## src/hw/soc_pkg.sv

```systemverilog
package soc_pkg;

    // Data cache of 1024 words, 32 bits each.
    localparam int WADDR_W = 10;

    typedef logic [31:0]        word_t;
    typedef logic [3:0]         wmask_t;
    typedef logic [WADDR_W-1:0] waddr_t;

    // One request on a fill, store or load port.
    // Low address bits pick the bank, the rest pick the row.
    typedef struct packed {
        logic   en;
        logic   we;
        wmask_t wmask;
        waddr_t addr;
        word_t  data;
    } cache_req_t;

    // AXI4-Lite side of the register block.
    typedef logic [3:0] axil_addr_t;
    typedef logic [1:0] axil_resp_t;

    localparam axil_resp_t RESP_OKAY   = 2'b00;
    localparam axil_resp_t RESP_SLVERR = 2'b10;

    localparam axil_addr_t REG_CTRL_ADDR    = 4'h0;
    localparam axil_addr_t REG_SCRATCH_ADDR = 4'h4;

    // Bit positions in the control register.
    localparam int CTRL_POWER_OFF_BIT = 0;
    localparam int CTRL_REBOOT_BIT    = 1;

endpackage

```

## src/hw/load_align.sv

```systemverilog
`timescale 1ns/1ps

module load_align #(
    parameter int NUM_BANKS = 2,
    parameter int NUM_LOADS = 2
) (
    input  logic                         clk,
    input  logic                         reset,
    input  logic                         load_accept [NUM_LOADS],
    input  logic [$clog2(NUM_BANKS)-1:0] load_bank   [NUM_LOADS],
    input  soc_pkg::word_t               bank_rdata  [NUM_BANKS],
    output soc_pkg::word_t               load_rdata  [NUM_LOADS],
    output logic                         load_rvalid [NUM_LOADS]
);
    localparam int BANK_W = $clog2(NUM_BANKS);

    // Bank each port read from in the previous cycle.
    logic [BANK_W-1:0] bank_q [NUM_LOADS];

    always_ff @(posedge clk) begin
        for (int l = 0; l < NUM_LOADS; l++) begin
            if (load_accept[l]) begin
                bank_q[l] <= load_bank[l];
            end
        end
    end

    always_ff @(posedge clk) begin
        if (reset) begin
            for (int l = 0; l < NUM_LOADS; l++) begin
                load_rvalid[l] <= 1'b0;
            end
        end else begin
            for (int l = 0; l < NUM_LOADS; l++) begin
                load_rvalid[l] <= load_accept[l];
            end
        end
    end

    // Bank output is registered, so it lines up with the delayed index.
    always_comb begin
        for (int l = 0; l < NUM_LOADS; l++) begin
            load_rdata[l] = bank_rdata[bank_q[l]];
        end
    end

endmodule

```

## config.mk

```make
export PLATFORM = sky130hd
export DESIGN_NAME = load_align
export DESIGN_NICKNAME = d
export VERILOG_FILES = /design/src/hw/soc_pkg.sv /design/src/hw/load_align.sv
export SDC_FILE = /design/constraint.sdc
export NUM_CORES = 1
export LEC_CHECK = 0
export BUFFER_PORTS_ARGS = -buffer_cell sky130_fd_sc_hd__buf_2
export CAP_MARGIN = 20
export CORE_MARGIN = 10
export CORE_UTILIZATION = 31
export DETAILED_ROUTE_END_ITERATION = 8
export GPL_ROUTABILITY_DRIVEN = 0
export PLACE_DENSITY = 0.76
export REMOVE_ABC_BUFFERS = 1
export SLEW_MARGIN = 20
export SYNTH_ARGS = -nofsm -noshare
export SYNTH_HDL_FRONTEND = slang
export SYNTH_SLANG_ARGS = --single-unit
```

## constraint.sdc

```tcl
create_clock -name clk -period 1.2 [get_ports clk]
set_input_delay 0.24 -clock clk [delete_from_list [all_inputs] [get_ports clk]]
set_output_delay 0.24 -clock clk [all_outputs]
set_load 0.02 [all_outputs]
```

==> out/results.txt <==
Final Util -> 60.6%
Sink Count -> 4
maximum net fanout on the critical path -> 19
sequential power share -> 9.2%
Syn Inst Count -> 78
P_int -> 1.12 mW
fin nets -> 284
PwrDens -> 791 mW/mm^2
drt wl/cell -> 17.8 um
crit start category -> register
worst setup margin -> -429 ps
Port Buffer Count -> 135
hold slack -> 203 ps
1st-iter DRT viols -> 18
Lkg Pwr -> 1.25 nW
Pre-antenna DRT Iters -> 2
CP arrival -> 1390 ps
Via density -> 4.53
Clock power frac -> 16.9%
total global-route track usage -> 12.1%
TritonCTS clock tree -> built
hold path startpoint -> reset
Worst-path clk slew -> 40 ps
H-tree levels -> 1
worst vdd ir -> 0.675 mV
Min Clock Period, post-route -> 1630 ps
setup violators final -> 64
failing checks -> negative setup slack
max-slew violations -> 0
Die Area -> 0.00676 mm^2
Sw Ratio -> 37.0%
Clock Path Buffers -> 2
critical path class -> register to output port
Mapped Area -> 0.00120 mm^2
crit end category -> output port
DRC -> 0
die width -> 82.2 um
row count -> 22
Hold Crit Class -> input port to register
vias -> 1182
RSZ-0062 raised after global routing -> yes
Routed Antenna Nets -> 0
outcome -> finished, violations left
I/O Pins -> 136
Max Fclk -> 0.614 GHz
final WL -> 4.63 mm
crit share post-route -> 136%
layout cells sized above 1 -> 96.7%
Req. time, crit path -> 960 ps
largest net degree at the start of global routing -> 20
worst-margin pin slew -> 205 ps
first-pass GRT wire length -> 6.67 mm
global route total overflow -> 0
relative slew slack -> 86.4%
Syn. warnings -> 0
area of the core -> 0.00372 mm^2
setup_tns -> -23430 ps
Syn Area/Cell -> 15.4 um^2
postcts setup bufs -> 0
CP startpoint -> bank_q[0][1]
Yosys reg bits -> 4
number of global-route vias before repair -> 1382
initial antenna violation count -> 1
Root Buffer -> clkbuf_8
height of the die -> 82.2 um
number of max-cap violations -> 0
area growth from synthesis to layout -> 87.4%
Comb power frac -> 73.9%
Distinct cells, synth -> 7
Hold Violations, Final -> 0
Antenna Cells -> 0
Num CTS Buffers -> 3
Setup WS pre-CTS -> -188 ps
Net Switching -> 0.658 mW
overall power -> 1.78 mW
sequential share of the synthesized area -> 8.33%
Initial Utilization -> 32.3%
sequential cells by signal, indices dropped and copies added (netlist names):
register / count
load_rvalid: 2
bank_q: 2
cell type report:
class | instances | area, um^2
timing repair buffer | 139 | 1090
tap | 48 | 60.1
clock buffer | 4 | 45.0
multi-input combinational | 66 | 958
fill | 295 | 1470
sequential | 4 | 100
cell families (layout without fill, tap and decap cells):
| family | count (synthesis) | after routing | synth area share, % |
|---|---|---|---|
| DFF | 4 | 4 | 8.33 |
| buffers and inverters | 8 | 143 | 11.9 |
| muxes | 64 | 64 | 78.7 |
| and+or+nand+nor | 2 | 2 | 1.04 |
critical path, cell delays in order (launching register included):
cell and delay, ps:
edfxtp_1 440, buf_12 220, mux2_2 340, buf_2 160
metrics by stage:
stage | std cells | area (um^2)
final | 261 | 2250
after global routing | 261 | 2250
after CTS | 261 | 2190
after detailed placement | 257 | 1870
after global placement | 257 | 1870
after floorplan | 70 | 1060
final timing paths:
kind        endpoint  cells past startpoint
max   load_rdata[29]                      3
min   load_rvalid[0]                      2
timing repair:
action                                  CTS  global route
endpoints found under the hold margin     0             0
hold buffers                              0             0
endpoints found under the setup margin   64            64
resized for setup                        86            20
power by group through the flow:
stage	clock (mW)	sequential (mW)	combinational, mW
after floorplan	0	0.230	0.636
after global placement	0	0.165	1.08
after detailed placement	0	0.165	1.10
after CTS	0.304	0.164	1.28
after global routing	0.313	0.165	1.39
final	0.300	0.164	1.32
layer usage:
layer	track usage (%)	up-vias	routed length, um
met5	0	-	13
met4	0.510	2	0
met3	9.94	2	1010
met2	22.5	94	2220
met1	10.4	521	1390
li1	-	563	-
cell usage after synthesis (all sizes together):
cell type   n  area [um^2]
buf         8          143
dfxtp       2         40.0
edfxtp      2         60.1
mux2       64          946
nor2b       2         12.5
placed cells by master, fill, tap and decap left out:
cell type | synthesis | routed
dfxtp_1 | 2 | 2
clkbuf_8 | 0 | 3
mux2_2 | 4 | 4
buf_2 | 0 | 82
mux2_4 | 60 | 60
buf_12 | 6 | 4
buf_6 | 2 | 53
edfxtp_1 | 2 | 2
clkbuf_1 | 0 | 1
nor2b_1 | 2 | 2
Note: power is estimated with default switching activity, not from simulation.
