==> src/hw/soc_pkg.sv <==
package soc_pkg;

    // Data cache of 1024 words, 32 bits each.
    localparam int WADDR_W = 10;

    typedef logic [31:0]        word_t;
    typedef logic [3:0]         wmask_t;
    typedef logic [WADDR_W-1:0] waddr_t;

    // One request on a fill, store or load port.
    // Low address bits pick the bank, the rest pick the row.
    typedef struct packed {
        logic   en;
        logic   we;
        wmask_t wmask;
        waddr_t addr;
        word_t  data;
    } cache_req_t;

    // AXI4-Lite side of the register block.
    typedef logic [3:0] axil_addr_t;
    typedef logic [1:0] axil_resp_t;

    localparam axil_resp_t RESP_OKAY   = 2'b00;
    localparam axil_resp_t RESP_SLVERR = 2'b10;

    localparam axil_addr_t REG_CTRL_ADDR    = 4'h0;
    localparam axil_addr_t REG_SCRATCH_ADDR = 4'h4;

    // Bit positions in the control register.
    localparam int CTRL_POWER_OFF_BIT = 0;
    localparam int CTRL_REBOOT_BIT    = 1;

endpackage

==> src/hw/bank_arbiter.sv <==
`timescale 1ns/1ps

module bank_arbiter #(
    parameter int NUM_BANKS = 2,
    parameter int NUM_LOADS = 2
) (
    input  soc_pkg::cache_req_t fill_req,
    input  soc_pkg::cache_req_t store_req,
    input  soc_pkg::cache_req_t load_req [NUM_LOADS],

    output logic fill_ready,
    output logic store_ready,
    output logic load_ready [NUM_LOADS],

    output logic                                            bank_re    [NUM_BANKS],
    output logic [soc_pkg::WADDR_W-$clog2(NUM_BANKS)-1:0]  bank_raddr [NUM_BANKS],
    output logic                                            bank_we    [NUM_BANKS],
    output logic [soc_pkg::WADDR_W-$clog2(NUM_BANKS)-1:0]  bank_waddr [NUM_BANKS],
    output soc_pkg::wmask_t                                 bank_wmask [NUM_BANKS],
    output soc_pkg::word_t                                  bank_wdata [NUM_BANKS],

    output logic                         load_accept [NUM_LOADS],
    output logic [$clog2(NUM_BANKS)-1:0] load_bank   [NUM_LOADS]
);
    import soc_pkg::*;

    localparam int BANK_W = $clog2(NUM_BANKS);

    logic              fill_wr;
    logic              store_wr;
    logic [BANK_W-1:0] fill_bank;
    logic [BANK_W-1:0] store_bank;
    logic [NUM_BANKS-1:0] bank_taken;

    assign fill_wr    = fill_req.en && fill_req.we;
    assign store_wr   = store_req.en && store_req.we;
    assign fill_bank  = fill_req.addr[BANK_W-1:0];
    assign store_bank = store_req.addr[BANK_W-1:0];

    // The memory controller is never stalled.
    assign fill_ready = 1'b1;

    // Store loses its bank only to a fill in the same cycle.
    assign store_ready = !(fill_wr && fill_bank == store_bank);

    always_comb begin
        for (int b = 0; b < NUM_BANKS; b++) begin
            bank_we[b]    = 1'b0;
            bank_waddr[b] = '0;
            bank_wmask[b] = '0;
            bank_wdata[b] = '0;
        end

        if (store_wr && store_ready) begin
            bank_we[store_bank]    = 1'b1;
            bank_waddr[store_bank] = store_req.addr[WADDR_W-1:BANK_W];
            bank_wmask[store_bank] = store_req.wmask;
            bank_wdata[store_bank] = store_req.data;
        end

        if (fill_wr) begin
            bank_we[fill_bank]    = 1'b1;
            bank_waddr[fill_bank] = fill_req.addr[WADDR_W-1:BANK_W];
            bank_wmask[fill_bank] = fill_req.wmask;
            bank_wdata[fill_bank] = fill_req.data;
        end
    end

    // Lowest port first: each load claims its bank's read port if no
    // lower-numbered load got there before it.
    always_comb begin
        bank_taken = '0;
        for (int b = 0; b < NUM_BANKS; b++) begin
            bank_re[b]    = 1'b0;
            bank_raddr[b] = '0;
        end

        for (int l = 0; l < NUM_LOADS; l++) begin
            load_bank[l]   = load_req[l].addr[BANK_W-1:0];
            load_ready[l]  = !bank_taken[load_bank[l]];
            load_accept[l] = load_req[l].en && load_ready[l];
            if (load_accept[l]) begin
                bank_taken[load_bank[l]] = 1'b1;
                bank_re[load_bank[l]]    = 1'b1;
                bank_raddr[load_bank[l]] = load_req[l].addr[WADDR_W-1:BANK_W];
            end
        end
    end

endmodule

==> config.mk <==
export PLATFORM = sky130hd
export DESIGN_NAME = bank_arbiter
export DESIGN_NICKNAME = d
export VERILOG_FILES = /design/src/hw/soc_pkg.sv /design/src/hw/bank_arbiter.sv
export SDC_FILE = /design/constraint.sdc
export NUM_CORES = 1
export LEC_CHECK = 0
export BUFFER_PORTS_ARGS = -buffer_cell sky130_fd_sc_hd__clkbuf_2
export CAP_MARGIN = 20
export CORE_AREA = 2 2 120 122
export DETAILED_ROUTE_END_ITERATION = 7
export DIE_AREA = 0 0 122 124
export SYNTH_ARGS = -nofsm -noshare
export SYNTH_HDL_FRONTEND = slang
export SYNTH_SLANG_ARGS = --single-unit
==> constraint.sdc <==
create_clock -name vclk -period 1.78
set_clock_uncertainty 0.15 [all_clocks]
set_input_delay 0.178 -clock vclk [all_inputs]
set_output_delay 0.178 -clock vclk [all_outputs]
set_load 0.01 [all_outputs]
==> out/qor.csv <==
metric,value,unit
outcome,completed,
placed_cells,730,
clock.fmax,651,MHz
path_max_fanout,12,
combinationalPowerShare,100.0,%
cp-start-kind,primary input,
p_per_area,226,nW/µm²
p_sw_share,57.4,%
worstPathCellList,"clkbuf_2, nor2b_1, buf_4, nand2b_1, clkbuf_2",
cap_violations,0,
finalNonFillerCells,731,
yosysWarnings,0,
irDropWorstVdd,94.7,µV
die-area,15100,µm²
netlist_area,2470,µm²
wl_met2,5680,µm
setup_viol,0,
vias,3913,
drt_iter0_markers,220,
yosysSeqAreaShare,0,%
routed-wl-met3,1110,µm
leakage,1.99,nW
endpoint_kind,output port,
core.rowCount,43,
netlist_instances,361,
seq_cells,0,
rsz0062_at_grt,false,
finalWeightedCongestion,0.747,
hold_viol,0,
grt_pass1_vias,3456,
wire_per_inst,16.5,µm
critPathTopFamily,buffers and inverters,
p_clk_share,0,%
holdCritPathClass,primary input to output port,
p_sw,487,µW
drive_above_1_share,47.8,%
post_cts_buffers,0,
grt_pass1_wl,17900,µm
final_max_slew_viol_count,0,
area_delta_synth_final,51.7,%
cp_num_cells,5,
avgSynthCellArea,6.84,µm²
final_nets,744,
antenna_found_initial,1,
wl,12100,µm
track_usage,14.5,%
regArea,0,µm²
worstPathRequired,1.45,ns
post-dp-hpwl,8950,µm
post-route-period-util,86.3,%
cts_resized,0,
antenna_left,0,
portBuffers,236,
num_io_pins,312,
cellInternalPower,361,µW
start_util,18.0,%
worstPathArrival,1.21,ns
dr.pass1.iters,7,
setup-tns-final,0,ns
synthDistinctLibCells,21,
crit_path_max_incr_delay,0.38,ns
crit_type,primary input to output port,
grt_max_degree,80,
worst_path_max_delay_cell,nor2b_1,
period_minus_slack,1.54,ns
die_h,124,µm
route.detailed.drc,0,
dieWidth,122,µm
core,13700,µm²
highest_layer,met4,
overflow,0,
wl_met1,5110,µm
whs_path_depth,4,
worst-path-buf-inv,3,
seqPwrFrac,0,%
crit_top_cell,clkbuf_2,
clock_buffer_count,0,
cts_hold_buf,0,
vias_per_cell,5.35,
hold_slack,0.522,ns
==> final timing paths <==
path    startpoint       endpoint  slack (ns)
max   load_req[95]     bank_re[1]        0.24
min   load_req[33]  bank_raddr[9]        0.52
==> cell usage after synthesis <==
master | count | area, µm²
nand2_1 | 5 | 18.8
nand2b_1 | 2 | 12.5
o21ai_1 | 46 | 230
buf_4 | 8 | 60.1
a41o_1 | 9 | 90.1
clkbuf_1 | 8 | 30.0
inv_1 | 9 | 33.8
conb_1 | 1 | 3.75
nand4_1 | 90 | 563
nor2b_1 | 1 | 6.26
a21boi_1 | 1 | 7.51
and4b_1 | 45 | 450
and3_1 | 10 | 62.6
nand3_1 | 1 | 5.00
buf_2 | 51 | 255
xnor2_1 | 2 | 17.5
buf_6 | 6 | 67.6
nand3b_1 | 10 | 75.1
o31ai_1 | 9 | 67.6
and3b_1 | 1 | 8.76
a31o_1 | 46 | 403
==> layout by cell type (no fill, tap or decap), drive strengths merged <==
cell type | synthesis | final
a21boi | 1 | 1
a31o | 46 | 46
a41o | 9 | 9
and3 | 10 | 10
and3b | 1 | 1
and4b | 45 | 45
buf | 65 | 25
clkbuf | 8 | 236
conb | 1 | 2
diode | 0 | 1
inv | 9 | 9
nand2 | 5 | 5
nand2b | 2 | 2
nand3 | 1 | 1
nand3b | 10 | 10
nand4 | 90 | 90
nor2b | 1 | 1
o21ai | 46 | 46
o31ai | 9 | 9
xnor2 | 2 | 2
==> layout make-up <==
cell class                      instances  area [µm²]
Multi-Input combinational cell        280        2030
Tap cell                              180         225
Antenna cell                            1        2.50
Timing Repair Buffer                  261        1460
Fill cell                            1577        9970
Inverter                                9        33.8
==> kinds of logic after synthesis <==
family	after synthesis	share of synthesized area [%]
AND/OR/NAND/NOR	165	48.7
AO/OA/AOI/OAI	111	32.3
buffers and inverters	82	18.1
XOR/XNOR	2	0.710
other	1	0.152
==> power by group through the flow <==
stage               sequential (mW)  combinational [mW]    clock (mW)
global placement                  0               0.847             0
floorplan                         0               0.458             0
CTS                               0               0.851             0
global route                      0               0.924  0.0000000753
finish                            0               0.848  0.0000000753
detailed placement                0               0.848             0
==> metal layers <==
metal | vias up | GRT usage (%)
met5 | - | 0
met4 | 0 | 2.95
met3 | 10 | 2.34
met2 | 206 | 26.0
met1 | 1821 | 18.2
li1 | 1876 | -
==> per-stage QoR <==
stage	util [%]	power, mW	cell area, µm²	worst slack, ns
2_1_floorplan	-	0.458	2470	0.586
6_report	27.3	0.848	3750	0.245
3_5_place_dp	27.3	0.848	3740	0.222
4_1_cts	27.3	0.851	3740	0.223
5_1_grt	27.3	0.924	3750	0.132
3_3_place_gp	27.3	0.847	3740	0.236
(Power assumes the default switching activity.)
