<file path="src/hw/soc_pkg.sv">
package soc_pkg;

    // Data cache of 1024 words, 32 bits each.
    localparam int WADDR_W = 10;

    typedef logic [31:0]        word_t;
    typedef logic [3:0]         wmask_t;
    typedef logic [WADDR_W-1:0] waddr_t;

    // One request on a fill, store or load port.
    // Low address bits pick the bank, the rest pick the row.
    typedef struct packed {
        logic   en;
        logic   we;
        wmask_t wmask;
        waddr_t addr;
        word_t  data;
    } cache_req_t;

    // AXI4-Lite side of the register block.
    typedef logic [3:0] axil_addr_t;
    typedef logic [1:0] axil_resp_t;

    localparam axil_resp_t RESP_OKAY   = 2'b00;
    localparam axil_resp_t RESP_SLVERR = 2'b10;

    localparam axil_addr_t REG_CTRL_ADDR    = 4'h0;
    localparam axil_addr_t REG_SCRATCH_ADDR = 4'h4;

    // Bit positions in the control register.
    localparam int CTRL_POWER_OFF_BIT = 0;
    localparam int CTRL_REBOOT_BIT    = 1;

endpackage

</file>
<file path="src/hw/mmio_regs.sv">
`timescale 1ns/1ps

module mmio_regs (
    input  logic                clk,
    input  logic                reset,

    input  soc_pkg::axil_addr_t awaddr,
    input  logic                awvalid,
    output logic                awready,

    input  soc_pkg::word_t      wdata,
    input  soc_pkg::wmask_t     wstrb,
    input  logic                wvalid,
    output logic                wready,

    output soc_pkg::axil_resp_t bresp,
    output logic                bvalid,
    input  logic                bready,

    input  soc_pkg::axil_addr_t araddr,
    input  logic                arvalid,
    output logic                arready,

    output soc_pkg::word_t      rdata,
    output soc_pkg::axil_resp_t rresp,
    output logic                rvalid,
    input  logic                rready,

    output logic                power_off,
    output logic                reboot
);
    import soc_pkg::*;

    logic  wr_fire;
    logic  rd_fire;
    logic  wr_ctrl;
    logic  wr_scratch;
    word_t scratch;

    // Address and data are taken together, and only with no response pending.
    assign awready = wvalid && !bvalid;
    assign wready  = awvalid && !bvalid;
    assign wr_fire = awvalid && wvalid && !bvalid;

    assign arready = !rvalid;
    assign rd_fire = arvalid && arready;

    assign wr_ctrl    = wr_fire && awaddr == REG_CTRL_ADDR;
    assign wr_scratch = wr_fire && awaddr == REG_SCRATCH_ADDR;

    always_ff @(posedge clk) begin
        if (reset) begin
            bvalid    <= 1'b0;
            power_off <= 1'b0;
            reboot    <= 1'b0;
            scratch   <= '0;
        end else begin
            if (wr_fire) begin
                bvalid <= 1'b1;
            end else if (bready) begin
                bvalid <= 1'b0;
            end

            // Power-off is sticky; reboot lasts one cycle.
            reboot <= wr_ctrl && wstrb[0] && wdata[CTRL_REBOOT_BIT];
            if (wr_ctrl && wstrb[0] && wdata[CTRL_POWER_OFF_BIT]) begin
                power_off <= 1'b1;
            end

            if (wr_scratch) begin
                for (int b = 0; b < $bits(wmask_t); b++) begin
                    if (wstrb[b]) begin
                        scratch[8*b +: 8] <= wdata[8*b +: 8];
                    end
                end
            end
        end
    end

    always_ff @(posedge clk) begin
        if (wr_fire) begin
            bresp <= (wr_ctrl || wr_scratch) ? RESP_OKAY : RESP_SLVERR;
        end
    end

    always_ff @(posedge clk) begin
        if (reset) begin
            rvalid <= 1'b0;
        end else if (rd_fire) begin
            rvalid <= 1'b1;
        end else if (rready) begin
            rvalid <= 1'b0;
        end
    end

    always_ff @(posedge clk) begin
        if (rd_fire) begin
            case (araddr)
                REG_CTRL_ADDR: begin
                    rdata <= word_t'(power_off);
                    rresp <= RESP_OKAY;
                end
                REG_SCRATCH_ADDR: begin
                    rdata <= scratch;
                    rresp <= RESP_OKAY;
                end
                default: begin
                    rdata <= '0;
                    rresp <= RESP_SLVERR;
                end
            endcase
        end
    end

endmodule

</file>
<file path="config.mk">
export PLATFORM = sky130hd
export DESIGN_NAME = mmio_regs
export DESIGN_NICKNAME = d
export VERILOG_FILES = /design/src/hw/soc_pkg.sv /design/src/hw/mmio_regs.sv
export SDC_FILE = /design/constraint.sdc
export NUM_CORES = 1
export LEC_CHECK = 0
export ABC_AREA = 1
export BUFFER_PORTS_ARGS = -buffer_cell sky130_fd_sc_hd__buf_2
export CAP_MARGIN = 20
export CORE_ASPECT_RATIO = 0.5
export CORE_MARGIN = 2
export CORE_UTILIZATION = 55
export DETAILED_ROUTE_END_ITERATION = 7
export PLACE_DENSITY = 0.9
export SYNTH_ARGS = -nofsm -noshare
export SYNTH_HDL_FRONTEND = slang
export SYNTH_SLANG_ARGS = --single-unit
</file>
<file path="constraint.sdc">
create_clock -name clk -period 2.41 [get_ports clk]
set_input_delay 0.482 -clock clk [delete_from_list [all_inputs] [get_ports clk]]
set_output_delay 0.482 -clock clk [all_outputs]
set_load 0.02 [all_outputs]
</file>
==> flow_summary_export.csv <==
group,metric,value,unit
job,maxCapViolCount,0,
layout,layout.area.seq,1742,um2
sta,worst_pin_slew,0.5487,ns
sta,skew,0.003074,ns
sta,maxSlewViolCount,0,
placement,gp_congestion,0.8483,
sta,finalHoldViolations,0,
worst_setup_path,cp_max_fo,5,
clocking,cts_root_buf,"clkbuf_16",
clocking,insertion_delay,0.33,ns
placement,io_buffers,91,
pwr,peakVddDrop,0.0004770,V
global_routing,grt_first_pass_wirelength,10.69,mm
routing,top_layer,"met4",
yosys,syn-cell-area,3163,um2
sta,period_minus_slack,1.486,ns
yosys,yosys_warnings,0,
routing,m1WireLength,2.617,mm
worst_setup_path,endpoint_kind,"output port",
layout,num-fill-cells,431,
worst_hold_path,hold_path.class,"in2reg",
yosys,synth.avg_cell_area,8.110,um2
clocking,cts_resized,0,
layout,antenna_cells,0,
yosys,ys_ff_latch,70,
floorplan,core_area,5515,um2
routing,drc_errors,0,
clocking,postCtsSetupBuffers,0,
clocking,clock_sink_count,70,
routing,drtPass1Iterations,5,
routing,wl,6.498,mm
yosys,synth_commonest_cells,"inv_1 (108), nor2_1 (76), nand2_1 (71)",
sta,rsz0062_at_grt,"no",
worst_setup_path,critical_path_arrival,1.00,ns
floorplan,start_util,57.35,%
clocking,clock_path_buffers,2,
global_routing,grt_max_degree,38,
routing,drt_iter0_drc,96,
floorplan,io_pins,94,
pwr,p_leak,1.916,nW
pwr,power_density,684.5,nW/um2
floorplan,dieWidth,111.2,um
sta,setup_viol,0,
outcome,status,"finished, final reports clean",
routing,route.met2.wl,3.312,mm
clocking,cts_tree,"done",
routing,wl_per_cell,11.65,um
sta,max_clock_freq,0.6731,GHz
clocking,path_clk_slew,0.05,ns
yosys,async_flop_share,0,%
global_routing,first_global_vias,2452,
yosys,synth-edff-count,34,
worst_setup_path,worstSetupPathType,"reg2out",
yosys,synthCells,390,
placement,dp_hpwl,4.394,mm
routing,via_per_inst,4.654,
sta,slew-limit-headroom,63.42,%
worst_setup_path,worstPathRequired,1.93,ns
layout,syn_to_final_growth,23.02,%
routing,drtAntennaViolNets,0,
global_routing,grt_overflow,0,
yosys,yosysTopAreaCell,"edfxtp_1",
floorplan,dieArea,6410,um2
worst_setup_path,cp-start-kind,"register",
clocking,cts_made_buffers,9,
sta,fin_tns_setup,0,ns
floorplan,row_count,19,
layout,fin_nets,531,
yosys,synth_most_common_cell,"inv_1",
clocking,htreeDepth,3,
routing,wl_met3,424,um
clocking,ctsHoldBuffers,0,
layout,drive_above_1_share,23.51,%
yosys,ys.flop_type,"dfxtp_1",
yosys,synth_top_cell_area_share,32.28,%
pwr,power.total,0.002663,W
routing,vias,2597,
global_routing,grt_use_total,21.71,%
yosys,synth_seq_area_share,55.06,%
layout,multi_input_comb_area,898.4,um2
sta,fin_crit_sh,61.64,%
global_routing,antenna_found_initial,0,
floorplan,die_h,57.63,um
yosys,synth_area_leaders,"edfxtp_1 (32%), dfxtp_1 (23%), inv_1 (13%)",
yosys,ys_types,19,
==> cells by family after synthesis <==
group / share of synthesized area (%)
AND/OR/NAND/NOR: 27.45
other: 0.1186
AO/OA/AOI/OAI: 0.7120
flip-flops: 55.06
buffers and inverters: 16.65
==> final cells by class <==
type,instances,area share (%)
flip-flops and latches,70,44.76
multi-input cells,194,23.09
repair buffers,97,12.86
inverters,108,10.42
clock buffers,13,6.174
well taps,73,2.347
clock inverters,3,0.3537
==> state kept, by name (all words and copies together), names as in the netlist <==
| register | flops |
|---|---|
| scratch | 32 |
| rresp | 1 |
| power_off | 1 |
| rvalid | 1 |
| rdata | 32 |
| reboot | 1 |
| bresp | 1 |
| bvalid | 1 |
==> routing by layer <==
layer	up-vias	GRT usage [%]
li1	1343	-
met1	1151	25.77
met2	89	36.85
met3	14	8.368
met4	0	8.289
met5	-	0
==> final timing paths <==
check / startpoint / end / slack, ns / depth (start not counted)
setup / recovery: bvalid$_SDFFE_PP0P_ / awready / 0.92 / 2
hold / removal: reset / bvalid$_SDFFE_PP0P_ / 0.36 / 2
setup reg to reg: rvalid$_SDFFE_PP0P_ / rdata[13]$_DFFE_PP_ / 0.95 / 4
hold reg to reg: power_off$_SDFFE_PP0P_ / power_off$_SDFFE_PP0P_ / 0.50 / 2
==> report_power, final <==
part	internal [W]	switching [W]
clock network	0.000689	0.000442
logic	0.0000794	0.000162
registers	0.00128	0.00000974
total	0.00205	0.000614
==> placed cells by master (no fill, tap or decap), types with 2 or more instances in the layout <==
master / n
a21oi_1: 3
buf_2: 91
buf_4: 6
clkbuf_1: 4
clkbuf_16: 9
clkinv_2: 2
conb_1: 2
dfxtp_1: 36
edfxtp_1: 34
inv_1: 108
nand2_1: 71
nand3_1: 2
nand3_4: 4
nand4_1: 32
nor2_1: 76
==> metrics by stage <==
step	cells	instance area (um2)	util (%)	setup WS [ns]	hold slack, ns
after detailed placement	542	3637	65.95	0.6324	0.4918
after CTS	558	3891	70.55	0.9209	0.3561
final	558	3891	70.55	0.9244	0.3603
after global routing	558	3891	70.55	0.8001	0.3664
after global placement	542	3637	65.95	0.6804	0.4685
after floorplan	391	3167	-	0.7155	0.4865
==> critical path, stage by stage, from the launching register on <==
cell	delay [ns]
dfxtp_1	0.44
nor2_1	0.07
buf_2	0.16
(Power assumes the default switching activity.)
